--- src/logic/fibDataPkg.sv ---
package fibDataPkg;

    //////////////////////////////
    // datapath widths
    //////////////////////////////

    // one word on the A, B and write buses
    typedef logic [15:0] dataWord;
    // register index into four entries
    typedef logic [1:0] regAddr;
    typedef logic [1:0] aluOp;
    // term count N up to 255
    typedef logic [7:0] termCount;
    // {carry, zero, negative, low}
    typedef logic [3:0] flagWord;
    typedef logic writeSel;

    localparam int regCount = 4;

    // alu operation codes
    localparam aluOp aluAdd   = 2'd0;
    localparam aluOp aluPassA = 2'd1;
    localparam aluOp aluPassB = 2'd2;

    // flag bit positions
    localparam int flagCarry = 3;
    localparam int flagZero  = 2;
    localparam int flagNeg   = 1;
    localparam int flagLow   = 0;

    // results below this count as low
    localparam dataWord lowLimit = 16'd256;

    // write bus source
    localparam writeSel selSeed = 1'b0;
    localparam writeSel selAlu  = 1'b1;

endpackage

--- src/logic/fibHostPkg.sv ---
package fibHostPkg;

    //////////////////////////////
    // host bus widths
    //////////////////////////////

    // word address of four registers
    typedef logic [1:0] wbAddr;
    typedef logic [15:0] wbData;

    //////////////////////////////
    // register map
    //////////////////////////////

    // bit 0 of ctrl written high starts a run
    localparam wbAddr addrCtrl   = 2'd0;
    localparam wbAddr addrCount  = 2'd1;
    localparam wbAddr addrStatus = 2'd2;
    localparam wbAddr addrResult = 2'd3;

    // status word layout
    localparam int busyBit   = 0;
    localparam int doneBit   = 1;
    localparam int flagShift = 4;

endpackage

--- src/logic/fibDatapathIf.sv ---
`timescale 1ns/1ps

interface fibDatapathIf;
    import fibDataPkg::*;

    // read and write selects from the FSM
    regAddr readA;
    regAddr readB;
    regAddr writeAddr;
    logic writeEn;
    // seed constant or alu result onto the write bus
    writeSel srcSel;
    dataWord seedValue;
    aluOp op;
    logic flagLoad;
    logic flagClear;
    // result register captures busB in the finish cycle
    logic resultValid;

    // operand buses and alu output
    dataWord busA;
    dataWord busB;
    dataWord aluResult;

    modport ctrl (
        output readA, readB, writeAddr, writeEn, srcSel, seedValue,
        output op, flagLoad, flagClear, resultValid
    );

    modport regs (
        input readA, readB, writeAddr, writeEn, srcSel, seedValue,
        input resultValid, aluResult,
        output busA, busB
    );

    modport alu (
        input busA, busB, op, flagLoad, flagClear,
        output aluResult
    );

endinterface

--- src/logic/fibControl.sv ---
`timescale 1ns/1ps

module fibControl (
    input  logic                clk,
    input  logic                rstN,
    input  logic                startPulse,
    input  fibDataPkg::termCount count,
    output logic                busy,
    output logic                done,
    fibDatapathIf.ctrl          dp
);
    import fibDataPkg::*;

    typedef enum logic [2:0] {
        idle,
        seedZero,
        seedOne,
        addLoop,
        finish
    } ctrlState;

    ctrlState state;
    // index i of the term being built
    termCount step;

    //////////////////////////////
    // state register
    //////////////////////////////

    always_ff @(posedge clk) begin
        if (!rstN) begin
            state <= idle;
            step  <= '0;
            busy  <= 1'b0;
            done  <= 1'b0;
        end else begin
            case (state)
                idle: begin
                    // host port already drops starts while busy
                    if (startPulse) begin
                        state <= seedZero;
                        busy  <= 1'b1;
                        done  <= 1'b0;
                    end
                end
                seedZero: state <= seedOne;
                seedOne: begin
                    step <= termCount'(2);
                    // N of 0 or 1 needs no addition
                    if (count < termCount'(2)) begin
                        state <= finish;
                    end else begin
                        state <= addLoop;
                    end
                end
                addLoop: begin
                    if (step == count) begin
                        state <= finish;
                    end else begin
                        step <= step + termCount'(1);
                    end
                end
                finish: begin
                    state <= idle;
                    busy  <= 1'b0;
                    done  <= 1'b1;
                end
                default: state <= idle;
            endcase
        end
    end

    //////////////////////////////
    // datapath steering
    //////////////////////////////

    always_comb begin
        // quiet datapath by default
        dp.readA       = regAddr'(0);
        dp.readB       = regAddr'(1);
        dp.writeAddr   = regAddr'(0);
        dp.writeEn     = 1'b0;
        dp.srcSel      = selSeed;
        dp.seedValue   = '0;
        dp.op          = aluPassA;
        dp.flagLoad    = 1'b0;
        dp.flagClear   = 1'b0;
        dp.resultValid = 1'b0;
        case (state)
            idle: begin
                // flags from the previous run go away on start
                dp.flagClear = startPulse;
            end
            seedZero: begin
                dp.writeAddr = regAddr'(0);
                dp.seedValue = dataWord'(0);
                dp.writeEn   = 1'b1;
            end
            seedOne: begin
                dp.writeAddr = regAddr'(1);
                dp.seedValue = dataWord'(1);
                dp.writeEn   = 1'b1;
            end
            addLoop: begin
                // F(i) overwrites the older of the two terms
                dp.op        = aluAdd;
                dp.srcSel    = selAlu;
                dp.writeAddr = {1'b0, step[0]};
                dp.writeEn   = 1'b1;
                dp.flagLoad  = 1'b1;
            end
            finish: begin
                // F(N) sits at index N mod 2
                dp.readB       = {1'b0, count[0]};
                dp.resultValid = 1'b1;
            end
            default: begin
                dp.writeEn = 1'b0;
            end
        endcase
    end

endmodule

--- src/logic/fibRegFile.sv ---
`timescale 1ns/1ps

module fibRegFile (
    input  logic               clk,
    input  logic               rstN,
    fibDatapathIf.regs         dp,
    output fibDataPkg::dataWord result
);
    import fibDataPkg::*;

    dataWord regs [regCount];
    dataWord writeBus;

    //////////////////////////////
    // write path
    //////////////////////////////

    // seed constant from the FSM or the alu sum
    assign writeBus = (dp.srcSel == selAlu) ? dp.aluResult : dp.seedValue;

    always_ff @(posedge clk) begin
        if (!rstN) begin
            for (int i = 0; i < regCount; i++) begin
                regs[i] <= '0;
            end
        end else if (dp.writeEn) begin
            regs[dp.writeAddr] <= writeBus;
        end
    end

    //////////////////////////////
    // read ports
    //////////////////////////////

    // both combinational in the select cycle
    assign dp.busA = regs[dp.readA];
    assign dp.busB = regs[dp.readB];

    // keep F(N) for the host once the engine idles
    always_ff @(posedge clk) begin
        if (!rstN) begin
            result <= '0;
        end else if (dp.resultValid) begin
            result <= dp.busB;
        end
    end

endmodule

--- src/logic/fibAlu.sv ---
`timescale 1ns/1ps

module fibAlu (
    input  logic               clk,
    input  logic               rstN,
    fibDatapathIf.alu          dp,
    output fibDataPkg::flagWord flags
);
    import fibDataPkg::*;

    // top bit is the carry out
    logic [16:0] sum;
    logic carryOut;
    flagWord nextFlags;

    //////////////////////////////
    // operation
    //////////////////////////////

    assign sum = {1'b0, dp.busA} + {1'b0, dp.busB};

    always_comb begin
        carryOut = 1'b0;
        case (dp.op)
            aluAdd: begin
                dp.aluResult = sum[15:0];
                carryOut     = sum[16];
            end
            aluPassA: dp.aluResult = dp.busA;
            aluPassB: dp.aluResult = dp.busB;
            default:  dp.aluResult = '0;
        endcase
    end

    // flags of the current result
    always_comb begin
        nextFlags            = '0;
        nextFlags[flagCarry] = carryOut;
        nextFlags[flagZero]  = (dp.aluResult == '0);
        nextFlags[flagNeg]   = dp.aluResult[15];
        nextFlags[flagLow]   = (dp.aluResult < lowLimit);
    end

    //////////////////////////////
    // flag register
    //////////////////////////////

    always_ff @(posedge clk) begin
        if (!rstN) begin
            flags <= '0;
        end else if (dp.flagClear) begin
            // clear wins over load at start
            flags <= '0;
        end else if (dp.flagLoad) begin
            flags <= nextFlags;
        end
    end

endmodule

--- src/logic/fibHostPort.sv ---
`timescale 1ns/1ps

module fibHostPort (
    input  logic                 clk,
    input  logic                 rstN,
    input  logic                 wbCyc,
    input  logic                 wbStb,
    input  logic                 wbWe,
    input  fibHostPkg::wbAddr    wbAdr,
    input  fibHostPkg::wbData    wbWriteData,
    output fibHostPkg::wbData    wbReadData,
    output logic                 wbAck,
    output logic                 startPulse,
    output fibDataPkg::termCount count,
    input  logic                 busy,
    input  logic                 done,
    input  fibDataPkg::flagWord  flags,
    input  fibDataPkg::dataWord  result
);
    import fibDataPkg::*;
    import fibHostPkg::*;

    // new access, not yet acknowledged
    logic access;
    logic writeOk;
    wbData status;

    assign access  = wbCyc && wbStb && !wbAck;
    // writes to ctrl or count land only while idle
    assign writeOk = access && wbWe && !busy;

    always_comb begin
        status                                  = '0;
        status[busyBit]                         = busy;
        status[doneBit]                         = done;
        status[flagShift +: $bits(flagWord)]    = flags;
    end

    //////////////////////////////
    // ack, start, count
    //////////////////////////////

    always_ff @(posedge clk) begin
        if (!rstN) begin
            wbAck      <= 1'b0;
            startPulse <= 1'b0;
            count      <= '0;
        end else begin
            // single wait state with ack high for one cycle
            wbAck      <= access;
            startPulse <= writeOk && (wbAdr == addrCtrl) && wbWriteData[0];
            if (writeOk && (wbAdr == addrCount)) begin
                count <= wbWriteData[$bits(termCount)-1:0];
            end
        end
    end

    //////////////////////////////
    // read data
    //////////////////////////////

    // only meaningful while wbAck is high
    always_ff @(posedge clk) begin
        if (access && !wbWe) begin
            case (wbAdr)
                addrCount:  wbReadData <= wbData'(count);
                addrStatus: wbReadData <= status;
                addrResult: wbReadData <= wbData'(result);
                default:    wbReadData <= '0;
            endcase
        end
    end

endmodule

--- src/logic/fibCore.sv ---
`timescale 1ns/1ps

module fibCore (
    input  logic              clk,
    input  logic              rstN,
    input  logic              wbCyc,
    input  logic              wbStb,
    input  logic              wbWe,
    input  fibHostPkg::wbAddr wbAdr,
    input  fibHostPkg::wbData wbWriteData,
    output fibHostPkg::wbData wbReadData,
    output logic              wbAck
);
    import fibDataPkg::*;

    // host port to FSM
    logic startPulse;
    termCount count;
    logic busy;
    logic done;
    // datapath back to the host port
    flagWord flags;
    dataWord result;

    fibDatapathIf dp ();

    //////////////////////////////
    // host side
    //////////////////////////////

    fibHostPort i_fibHostPort (
        .clk(clk),
        .rstN(rstN),
        .wbCyc(wbCyc),
        .wbStb(wbStb),
        .wbWe(wbWe),
        .wbAdr(wbAdr),
        .wbWriteData(wbWriteData),
        .wbReadData(wbReadData),
        .wbAck(wbAck),
        .startPulse(startPulse),
        .count(count),
        .busy(busy),
        .done(done),
        .flags(flags),
        .result(result)
    );

    //////////////////////////////
    // engine
    //////////////////////////////

    fibControl i_fibControl (
        .clk(clk),
        .rstN(rstN),
        .startPulse(startPulse),
        .count(count),
        .busy(busy),
        .done(done),
        .dp(dp.ctrl)
    );

    fibRegFile i_fibRegFile (
        .clk(clk),
        .rstN(rstN),
        .dp(dp.regs),
        .result(result)
    );

    fibAlu i_fibAlu (
        .clk(clk),
        .rstN(rstN),
        .dp(dp.alu),
        .flags(flags)
    );

endmodule

--- config.mk ---
export PLATFORM = sky130hd
export DESIGN_NAME = fibCore
export DESIGN_NICKNAME = d
export VERILOG_FILES = /design/src/logic/fibDataPkg.sv /design/src/logic/fibHostPkg.sv /design/src/logic/fibDatapathIf.sv /design/src/logic/fibControl.sv /design/src/logic/fibRegFile.sv /design/src/logic/fibAlu.sv /design/src/logic/fibHostPort.sv /design/src/logic/fibCore.sv
export SDC_FILE = /design/constraint.sdc
export NUM_CORES = 1
export LEC_CHECK = 0
export ABC_AREA = 0
export BUFFER_PORTS_ARGS = -buffer_cell sky130_fd_sc_hd__clkbuf_2
export CORE_MARGIN = 2
export CORE_UTILIZATION = 50
export DETAILED_ROUTE_END_ITERATION = 7
export PLACE_DENSITY = 0.69
export SLEW_MARGIN = 40
export SYNTH_ARGS = -nofsm -noshare
export SYNTH_HDL_FRONTEND = slang
export SYNTH_SLANG_ARGS = --single-unit
--- constraint.sdc ---
create_clock -name clk -period 8.1 [get_ports clk]
set_clock_uncertainty 0.2 [all_clocks]
set_input_delay 1.62 -clock clk [delete_from_list [all_inputs] [get_ports clk]]
set_output_delay 1.62 -clock clk [all_outputs]
set_load 0.02 [all_outputs]
==> run metrics, run 1 <==
filler instances=between 800 and 900; WL final=9707 um; Top FF cell, synth=edfxtp_1; worst slew pin tran=791.2 ps; WHS=254.5 ps; Synth Area in XOR/XNOR=4.728%; Rows=35; TritonCTS Buffers=9; number of global-route vias before repair=3,183; Min-Delay Path Class=reg -> reg; Core Region=between 9000 and 10,000 um2; count of cell types in the netlist=57; cts repair resizes=0; Seq cells post-synth=91; post-synthesis instance total=440; Post-Synth Simple-Gate Area=about 17%; max-cap violations=0; Synth Area in Compound Gates=9.943%; vias per cell=roughly 5.6; gr ovfl total=0; Final Cycle Share=56.64%; multi-input logic area=2243 um2; # hold bufs at CTS=0; post-synthesis cell area=4631 um2; die area=10,050 um2; commonest non-fill, non-tap cell in the layout=nor2_1; initial core utilization=50.84%; clock root cell=clkbuf_8; fin crit period=4588 ps; Bufs on Longest Clock Path=2; dpl cell area=4870 um2; dpl hpwl=6922 um; WL per Instance=around 17 um; Clock transition at path regs=~100 ps; Max Slew Vio Count=0; Area Growth Syn to Fin=9.268%; routed vias=between 3,000 and 4,000; worst skew pair latency=roughly 360 ps; Storage cell area=between 2000 and 2500 um2; adder-cell share of the synthesized area=5.026%; asr flop ratio synth=0%; Post-Synthesis Net Count=481; global-route wire length before repair=15,670 um; number of I/O pins=40; TNS Setup=0 ps; Pre-antenna DRT Iters=4; Critical Path RT=slightly above 8000 ps; PortBufs=31; antenna-violating nets left=0; Sink Count=91; Max Fclk=0.2180 GHz; CP endpoint kind=flip-flop; VDD IR max=111.9 uV; Post CTS Setup Buffer Count=0; layout cells sized above 1=15.57%; most frequent cells in the layout=nor2_1, edfxtp_1, dfxtp_1, clkbuf_2, mux2i_1; combinational family with the most area after synthesis=simple AND/OR/NAND/NOR gates; mux share of post-synthesis cell area=11.43%; Seq/Total Area, Yosys=a little under 50%; DRC Markers=0; GP Congestion=0.8550; final instance area=5060 um2; unrepaired setup endpoints after global routing=no; Nets=505; TritonCTS clock tree=done; H-tree depth=3; Die Wd=100.2 um; Post-synth EDFFs=48; Total GRT Usage=20.17%; CP max FO=20; synthesized area per cell=~11 um2; drt initial violations=125; CP Class=reg -> reg; Final Setup Violations=0; Diodes inserted=0; largest net degree at the start of global routing=33; leakage dissipation=0.002109 uW; CP arrival=roughly 4700 ps; yosys warns=0; Pwr Density=170.9 nW/um2; crit start category=flip-flop; Relative slew margins=47.12%; die span in y=between 100 and 150 um; final hold vios=0; outcome=completed; initial antenna violation count=0
-- logic make-up after synthesis --
kind of cell,count (synthesis)
fa+ha+maj,18
xor+xnor,25
flops,91
buf+inv,25
simple gates,166
compound gates,66
mux,49
-- power by group --
group / internal (uW) / total (uW) / switching (uW)
logic: 25.1 / 69.0 / 44.0
registers: 491 / 495 / 3.66
clock network: 120 / 301 / 181
-- critical path, cell delays in order (launching register included) --
cell and delay [ps]:
dfxtp_1 430, nor2_1 210, and2_2 560, nor2b_1 200, buf_4 280, mux2i_1 440
inv_1 90, ha_1 300, a211oi_1 330, o21ai_1 160, a21boi_2 310, o21ai_0 160
xnor2_1 310, and4b_1 250, nand4_1 150, o21ai_1 150
-- metrics by stage --
| step | util, % | std cells | setup WS, ps | total power (uW) |
|---|---|---|---|---|
| after detailed placement | 53.46 | 564 | 3545 | 574.6 |
| after global routing | 55.55 | 580 | 3092 | 897.6 |
| after CTS | 55.55 | 580 | 3529 | 869.7 |
| final | 55.55 | 580 | 3512 | 864.9 |
| after global placement | 53.38 | 564 | 3289 | 572.8 |
| after floorplan | - | 440 | 4373 | 554.9 |
-- synth_stat cells, drive strengths merged (2+ instances only) --
master	n	area, um2
buf	4	18.76
and4b	2	20.02
or2	3	18.77
a21boi	2	18.77
nor4	3	18.77
or3	2	12.51
a21oi	21	105.1
ha	17	212.7
edfxtp	48	1441
o21bai	2	15.01
mux2i	28	292.8
a21o	7	52.55
o21ai	8	43.79
nor2b	5	31.28
dfxtp	43	860.8
nor3	7	35.03
nand2	26	100.1
nand4	4	25.02
and2	3	18.77
o41ai	2	25.03
nor2	80	300.3
nand2b	4	25.02
a211oi	5	42.54
mux2	21	236.5
xnor2	9	78.83
nand3	2	10.01
and4	3	26.28
a22o	6	52.55
clkbuf	15	56.30
and3	17	106.4
o211ai	5	37.54
xor2	16	140.1
inv	6	22.52
-- cell type report --
type / instances / area share (%)
Clock inverter: 7 / 1.311
Multi-Input combinational cell: 324 / 44.34
Sequential cell: 91 / 45.50
Tap cell: 111 / 2.745
Timing Repair Buffer: 32 / 3.215
Inverter: 6 / 0.4451
Clock buffer: 9 / 2.448
-- metal layers --
layer  share of wire [%]  vias up  global-route usage (%)
met1                  47     1573                   27.05
met5                   0        -                       0
met2                  48       46                   33.04
met3                 2.7       12                   2.994
li1                    -     1637                       -
met4                 1.9        0                   7.798
-- worst paths after layout --
path	slack [ps]	cells after the start	to	startpoint
setup / recovery	3510	15	i_fibAlu.flags[2]$_SDFFE_PP0N_	i_fibControl.state[1]$_SDFFE_PN0P_
setup reg to reg	3510	15	i_fibAlu.flags[2]$_SDFFE_PP0N_	i_fibControl.state[1]$_SDFFE_PN0P_
hold reg to reg	250	2	i_fibAlu.flags[0]$_SDFFE_PP0N_	i_fibAlu.flags[0]$_SDFFE_PP0N_
hold / removal	250	2	i_fibAlu.flags[0]$_SDFFE_PP0N_	i_fibAlu.flags[0]$_SDFFE_PP0N_
-- state kept, by name, indices dropped and copies added (netlist names), 3 cells and up --
signal	flops
i_fibControl.step	8
i_fibRegFile.result	16
i_fibAlu.flags	4
i_fibHostPort.wbReadData	16
i_fibControl.state	3
i_fibHostPort.count	8
i_fibRegFile.regs	32
Note: power is estimated with default switching activity, not from simulation.
==> inputs of run 2 (changes only) <==
--- a/config.mk
+++ b/config.mk
@@ -10,7 +10,7 @@
 export CORE_MARGIN = 2
 export CORE_UTILIZATION = 50
 export DETAILED_ROUTE_END_ITERATION = 7
-export PLACE_DENSITY = 0.69
+export PLACE_DENSITY = 0.71
 export SLEW_MARGIN = 40
 export SYNTH_ARGS = -nofsm -noshare
 export SYNTH_HDL_FRONTEND = slang
==> constraint.sdc (replaced) <==
create_clock -name clk -period 3.7 [get_ports clk]
set_clock_uncertainty 0.2 [all_clocks]
set_input_delay 0.74 -clock clk [delete_from_list [all_inputs] [get_ports clk]]
set_output_delay 0.74 -clock clk [all_outputs]
set_load 0.02 [all_outputs]
==> run 2 against run 1 <==
Flip-flop and latch count unchanged. Global-route usage increased by 0.82 points. Clock power increased by 130%. Cell count increased by 6.6%. Core utilization increased by 5.5 points. Critical path depth decreased by 1. Highest routed layer unchanged. Sequential share of layout area decreased by 4.1 points. Wire length increased by 8.5%. Register-to-register slack got worse by 3400 ps. Setup slack got worse by 3400 ps. Power increased by 130%. Sequential power increased by 120%.
==> run metrics, run 2 (same netlist as run 1, synthesis figures left out) <==
Storage cell area=roughly 2300 um2; Die Wd=about 100 um; Area Growth Syn to Fin=20.10%; max-cap violations=0; layout cells sized above 1=26.82%; Switch Pwr=489.9 uW; Critical Path RT=3600 ps; fin crit period=3597 ps; R2R depth=14; hold depth=2; number of global-route vias before repair=3,403; CP arrival=between 3000 and 4000 ps; Pre-antenna DRT Iters=4; commonest non-fill, non-tap cell in the layout=nor2_1; CP endpoint kind=flip-flop; multi-input logic area=2416 um2; Post-Place Setup Slack=-70.03 ps; final hold vios=0; Clock transition at path regs=90 ps; critical path's slowest cell=mux2_2; Final Cycle Share=97.22%; Max Slew Vio Count=0; vias per cell=5.647; antenna-violating nets left=0; unrepaired setup endpoints after global routing=yes; Min-Delay Path Class=reg -> reg; DP Cell Count=586; Bufs on Longest Clock Path=2; Final Total Pwr=1969 uW; Sink Count=91; dpl hpwl=just over 7000 um; TritonCTS clock tree=done; Largest register FFs=32; Top reg by flops=i_fibRegFile.regs; registers with the most flip-flops=i_fibRegFile.regs: 32 flops, i_fibHostPort.wbReadData: 16 flops, i_fibRegFile.result: 16 flops; WL final=10,530 um; filler instances=~770; H-tree depth=3; Relative slew margins=62.50%; number of I/O pins=40; die span in y=100.2 um; Max Fclk=between 0.2 and 0.3 GHz; CP Class=reg -> reg; sw frac=between 20% and 30%; initial antenna violation count=0; initial core utilization=50.84%; Nets=around 540; Total GRT Usage=20.98%; P_int=1479 uW; routed vias=3,490; setup ws final=102.7 ps; clock root cell=clkbuf_8; global-route wire length before repair=16,430 um; Sequential Power Share=55.1%; PortBufs=31; R2R Setup Slk=100 ps; die area=between 10,000 and 15,000 um2; drt initial violations=163; GP Congestion=0.9457; Pwr Density=354.1 nW/um2; worst slew pin tran=roughly 560 ps; WL per Instance=~17 um; Logic pwr share=9.6%; Diodes inserted=0; VDD IR max=261.3 uV; CP max FO=8; Final Setup Violations=0; Rows=35; TritonCTS Buffers=9; Layout Cells excl Fill=618; CP cell instances=nor2_2, and2_4, nor2b_4, clkbuf_16, mux2_2, ha_1, a21oi_1, o21ai_2, a21boi_2, o211ai_1, a31oi_1, mux2i_1, buf_4, nor2_1; worst skew pair latency=360 ps; gr ovfl total=0; slowest stage delay, CP=350 ps; largest net degree at the start of global routing=32; most frequent cells in the layout=nor2_1, edfxtp_1, dfxtp_1, buf_4, clkbuf_2; crit start category=flip-flop; clock network fraction of total power=35.3%; Core Region=around 9100 um2; leakage dissipation=0.002322 uW; outcome=completed; DRC Markers=0
-- run 2: layer usage --
| metal | up-vias | GRT usage, % | wire length [um] |
|---|---|---|---|
| li1 | 1706 | - | - |
| met1 | 1703 | 27.48 | 4682 |
| met2 | 64 | 34.28 | 5351 |
| met3 | 17 | 3.064 | 291 |
| met4 | 0 | 9.905 | 208 |
| met5 | - | 0 | 0 |
-- run 2: what timing repair did --
item / 4_1_cts / 5_1_grt
hold buffers: 0 / 0
gates resized for setup: 2 / 32
setup endpoints to repair: 2 / 9
gates cloned: 0 / 1
pin swaps: 1 / 20
setup buffers: 0 / 15
-- run 2: worst max-delay path: cells and delay by family, from the launching register on --
| kind | cells | cell delay [ps] |
|---|---|---|
| muxes | 2 | 680 |
| DFF | 1 | 330 |
| AOI/OAI and AO/OA | 5 | 900 |
| and+or+nand+nor | 4 | 500 |
| buffers and inverters | 2 | 370 |
| adders and majority gates | 1 | 340 |
-- run 2: per-stage QoR --
stage	TNS [ps]	area, um2	util (%)	hold WS, ps
floorplan	0	4634	-	219.9
global placement	0	5044	55.37	235.8
detailed placement	-70.03	5044	55.37	232.6
CTS	0	5256	57.71	249.7
global route	-224.9	5562	61.06	290.2
finish	0	5562	61.06	250.3
-- run 2: layout make-up --
| type | count | area share [%] |
|---|---|---|
| multi-input combinational | 324 | 43.44 |
| sequential | 91 | 41.42 |
| timing repair buffer | 70 | 8.594 |
| tap | 111 | 2.497 |
| clock buffer | 10 | 2.295 |
| clock inverter | 6 | 1.350 |
| inverter | 6 | 0.4049 |
-- run 2: power groups by stage --
| stage | Combinational [uW] | Clock, uW | Sequential (uW) |
|---|---|---|---|
| 6_report | 190 | 695 | 1080 |
| 3_5_place_dp | 167 | 0 | 1110 |
| 4_1_cts | 168 | 710 | 1080 |
| 3_3_place_gp | 163 | 0 | 1110 |
| 5_1_grt | 205 | 752 | 1090 |
| 2_1_floorplan | 105 | 0 | 1110 |
-- run 2: final timing paths --
| kind | from | endpoint |
|---|---|---|
| min reg2reg | i_fibAlu.flags[0]$_SDFFE_PP0N_ | i_fibAlu.flags[0]$_SDFFE_PP0N_ |
| min | i_fibAlu.flags[0]$_SDFFE_PP0N_ | i_fibAlu.flags[0]$_SDFFE_PP0N_ |
| max | i_fibControl.state[1]$_SDFFE_PN0P_ | i_fibRegFile.regs[0][13]$_SDFFCE_PN0P_ |
| max reg2reg | i_fibControl.state[1]$_SDFFE_PN0P_ | i_fibRegFile.regs[0][13]$_SDFFCE_PN0P_ |
==> inputs of run 3 (changes only) <==
--- a/config.mk
+++ b/config.mk
@@ -10,8 +10,9 @@
 export CORE_MARGIN = 2
 export CORE_UTILIZATION = 50
 export DETAILED_ROUTE_END_ITERATION = 7
+export HOLD_SLACK_MARGIN = 0.1
 export PLACE_DENSITY = 0.71
-export SLEW_MARGIN = 40
+export SLEW_MARGIN = 20
 export SYNTH_ARGS = -nofsm -noshare
 export SYNTH_HDL_FRONTEND = slang
 export SYNTH_SLANG_ARGS = --single-unit
==> constraint.sdc (replaced) <==
create_clock -name clk -period 3.7 [get_ports clk]
set_clock_uncertainty 0.2 [all_clocks]
set_input_delay 0.37 -clock clk [delete_from_list [all_inputs] [get_ports clk]]
set_output_delay 0.37 -clock clk [all_outputs]
set_load 0.02 [all_outputs]
==> run 3 against run 2 <==
Design area fell by 1.3%. Power fell by 1.7%. Core utilization fell by 0.77 points. Global-route usage fell by 0.27 points. Clock power fell by 4.5%. Wire length fell by 0.32%. Non-clock buffer count fell by 3. Flip-flop and latch count did not move. Count of clock-buffer cells in the layout fell by 1. Critical path type unchanged. Largest power group unchanged. Highest routed layer unchanged.
==> run metrics, run 3 (same netlist as run 1, synthesis figures left out) <==
outcome=completed; antenna-violating nets left=0; Pwr Density=352.3 nW/um2; Diodes inserted=0; vias per cell=5.655; WL final=~11,000 um; Critical Path RT=3810 ps; H-tree depth=3; fin crit period=3522 ps; initial core utilization=between 50% and 60%; Clock transition at path regs=100 ps; CP max FO=8; dpl hpwl=approximately 7200 um; leakage dissipation=0.002303 uW; GP Congestion=0.9172; crit path from=i_fibControl.state[0]$_SDFFE_PN0P_; Min-Delay Endpoint=i_fibHostPort.wbAck$_SDFF_PN0_; number of global-route vias before repair=3,325; Total GRT Usage=20.71%; TritonCTS Buffers=9; Rows=35; Max Slew Vio Count=0; unrepaired setup endpoints after global routing=yes; WHS=144.0 ps; Final Cycle Share=95.20%; Bufs on Longest Clock Path=2; die span in y=100.2 um; largest net degree at the start of global routing=33; Max Fclk=0.2839 GHz; VDD IR max=261.4 uV; R2R Path End=i_fibAlu.flags[2]$_SDFFE_PP0N_; Sink Count=91; Hold Startpoint=wbStb; hold depth=3; Layout Cells excl Fill=around 620; number of I/O pins=40; TritonCTS clock tree=done; CP endpoint kind=flip-flop; Largest register FFs=32; R2R Setup Slk=roughly 180 ps; CP Class=reg -> reg; Area Growth Syn to Fin=18.59%; worst slew pin tran=843.3 ps; initial antenna violation count=0; layout cells sized above 1=22.42%; registers with the most flip-flops=i_fibRegFile.regs: 32 flops, i_fibHostPort.wbReadData: 16 flops, i_fibRegFile.result: 16 flops; global-route wire length before repair=16,280 um; clock root cell=clkbuf_8; final hold vios=0; most frequent cells in the layout=nor2_1, edfxtp_1, dfxtp_1, clkbuf_2, mux2i_1; worst skew pair latency=370 ps; Core Region=9109 um2; gr ovfl total=0; WL per Instance=17.07 um; Final Setup Violations=0; max-cap violations=0; CP arrival=3630 ps; Relative slew margins=43.65%; R2R depth=14; RR Startpoint=i_fibControl.state[0]$_SDFFE_PN0P_; crit start category=flip-flop; commonest non-fill, non-tap cell in the layout=nor2_1; routed vias=3,478; Nets=540; drt initial violations=193; TNS Setup=0 ps; Layout Utilization=60.29%; Die Wd=100.2 um; die area=10,050 um2; Min-Delay Path Class=in -> reg; Pre-antenna DRT Iters=4; PortBufs=31; DP Cell Count=585; Top reg by flops=i_fibRegFile.regs; DRC Markers=0
## run 3: cell count changes in the layout (fill, tap and decap cells not counted), moves of 4 or more
cell and change:
buf_4 -12, ha_1 +5, ha_4 -4, dlygate4sd3_1 +8
## run 3: repair_timing
item,CTS,global route
setup endpoints to repair,0,13
buffers inserted,0,5
gates resized for setup,0,19
hold endpoints to repair,9,0
hold buffers,8,0
## run 3: worst max-delay path: stages, from the launching register on
cell	delay, ps
dfxtp_1	330
nor2_2	110
and2_1	150
nor2b_4	220
clkbuf_16	200
mux2_2	370
ha_1	350
and2_1	200
nand2b_1	150
and3_1	200
o41ai_2	240
xor2_1	240
a21boi_1	220
nand4_1	150
o21ai_1	130
## run 3: routing by layer
| layer | global-route usage [%] | part of all wire [%] |
|---|---|---|
| met5 | 0 | 0 |
| met4 | 7.376 | 1.8 |
| met3 | 4.248 | 3.4 |
| met2 | 34.80 | 50 |
| met1 | 26.52 | 44 |
## run 3: through the flow
stage          power, uW  instance area, um2  setup slack [ps]
6_report            1935                5492             177.6
5_1_grt             2000                5492            -18.35
4_1_cts             1929                5311             26.64
3_5_place_dp        1274                5036             62.26
3_3_place_gp        1270                5036             100.3
2_1_floorplan       1215                4634             4.388
## run 3: power by group
part / internal [uW] / switching (uW) / total [uW]
Combinational: 80.5 / 106 / 186
Sequential: 1080 / 8.98 / 1080
Clock: 263 / 401 / 664
## run 3: cell type report
cell class                      instances  area (um2)
Clock inverter                          7       71.32
Clock buffer                            9       123.9
Timing Repair Buffer                   67       488.0
Sequential cell                        91        2302
Fill cell                             749        3617
Tap cell                              111       138.9
Multi-Input combinational cell        324        2345
Inverter                                6       22.52
## run 3: worst max path at each step
stage	end	slack (ps)	depth (start not counted)
finish	i_fibAlu.flags[2]$_SDFFE_PP0N_	180	14
floorplan	i_fibAlu.flags[2]$_SDFFE_PP0N_	4	17
global placement	i_fibAlu.flags[2]$_SDFFE_PP0N_	100	16
global route	i_fibAlu.flags[2]$_SDFFE_PP0N_	-20	15
detailed placement	i_fibAlu.flags[2]$_SDFFE_PP0N_	60	14
CTS	i_fibAlu.flags[2]$_SDFFE_PP0N_	30	16
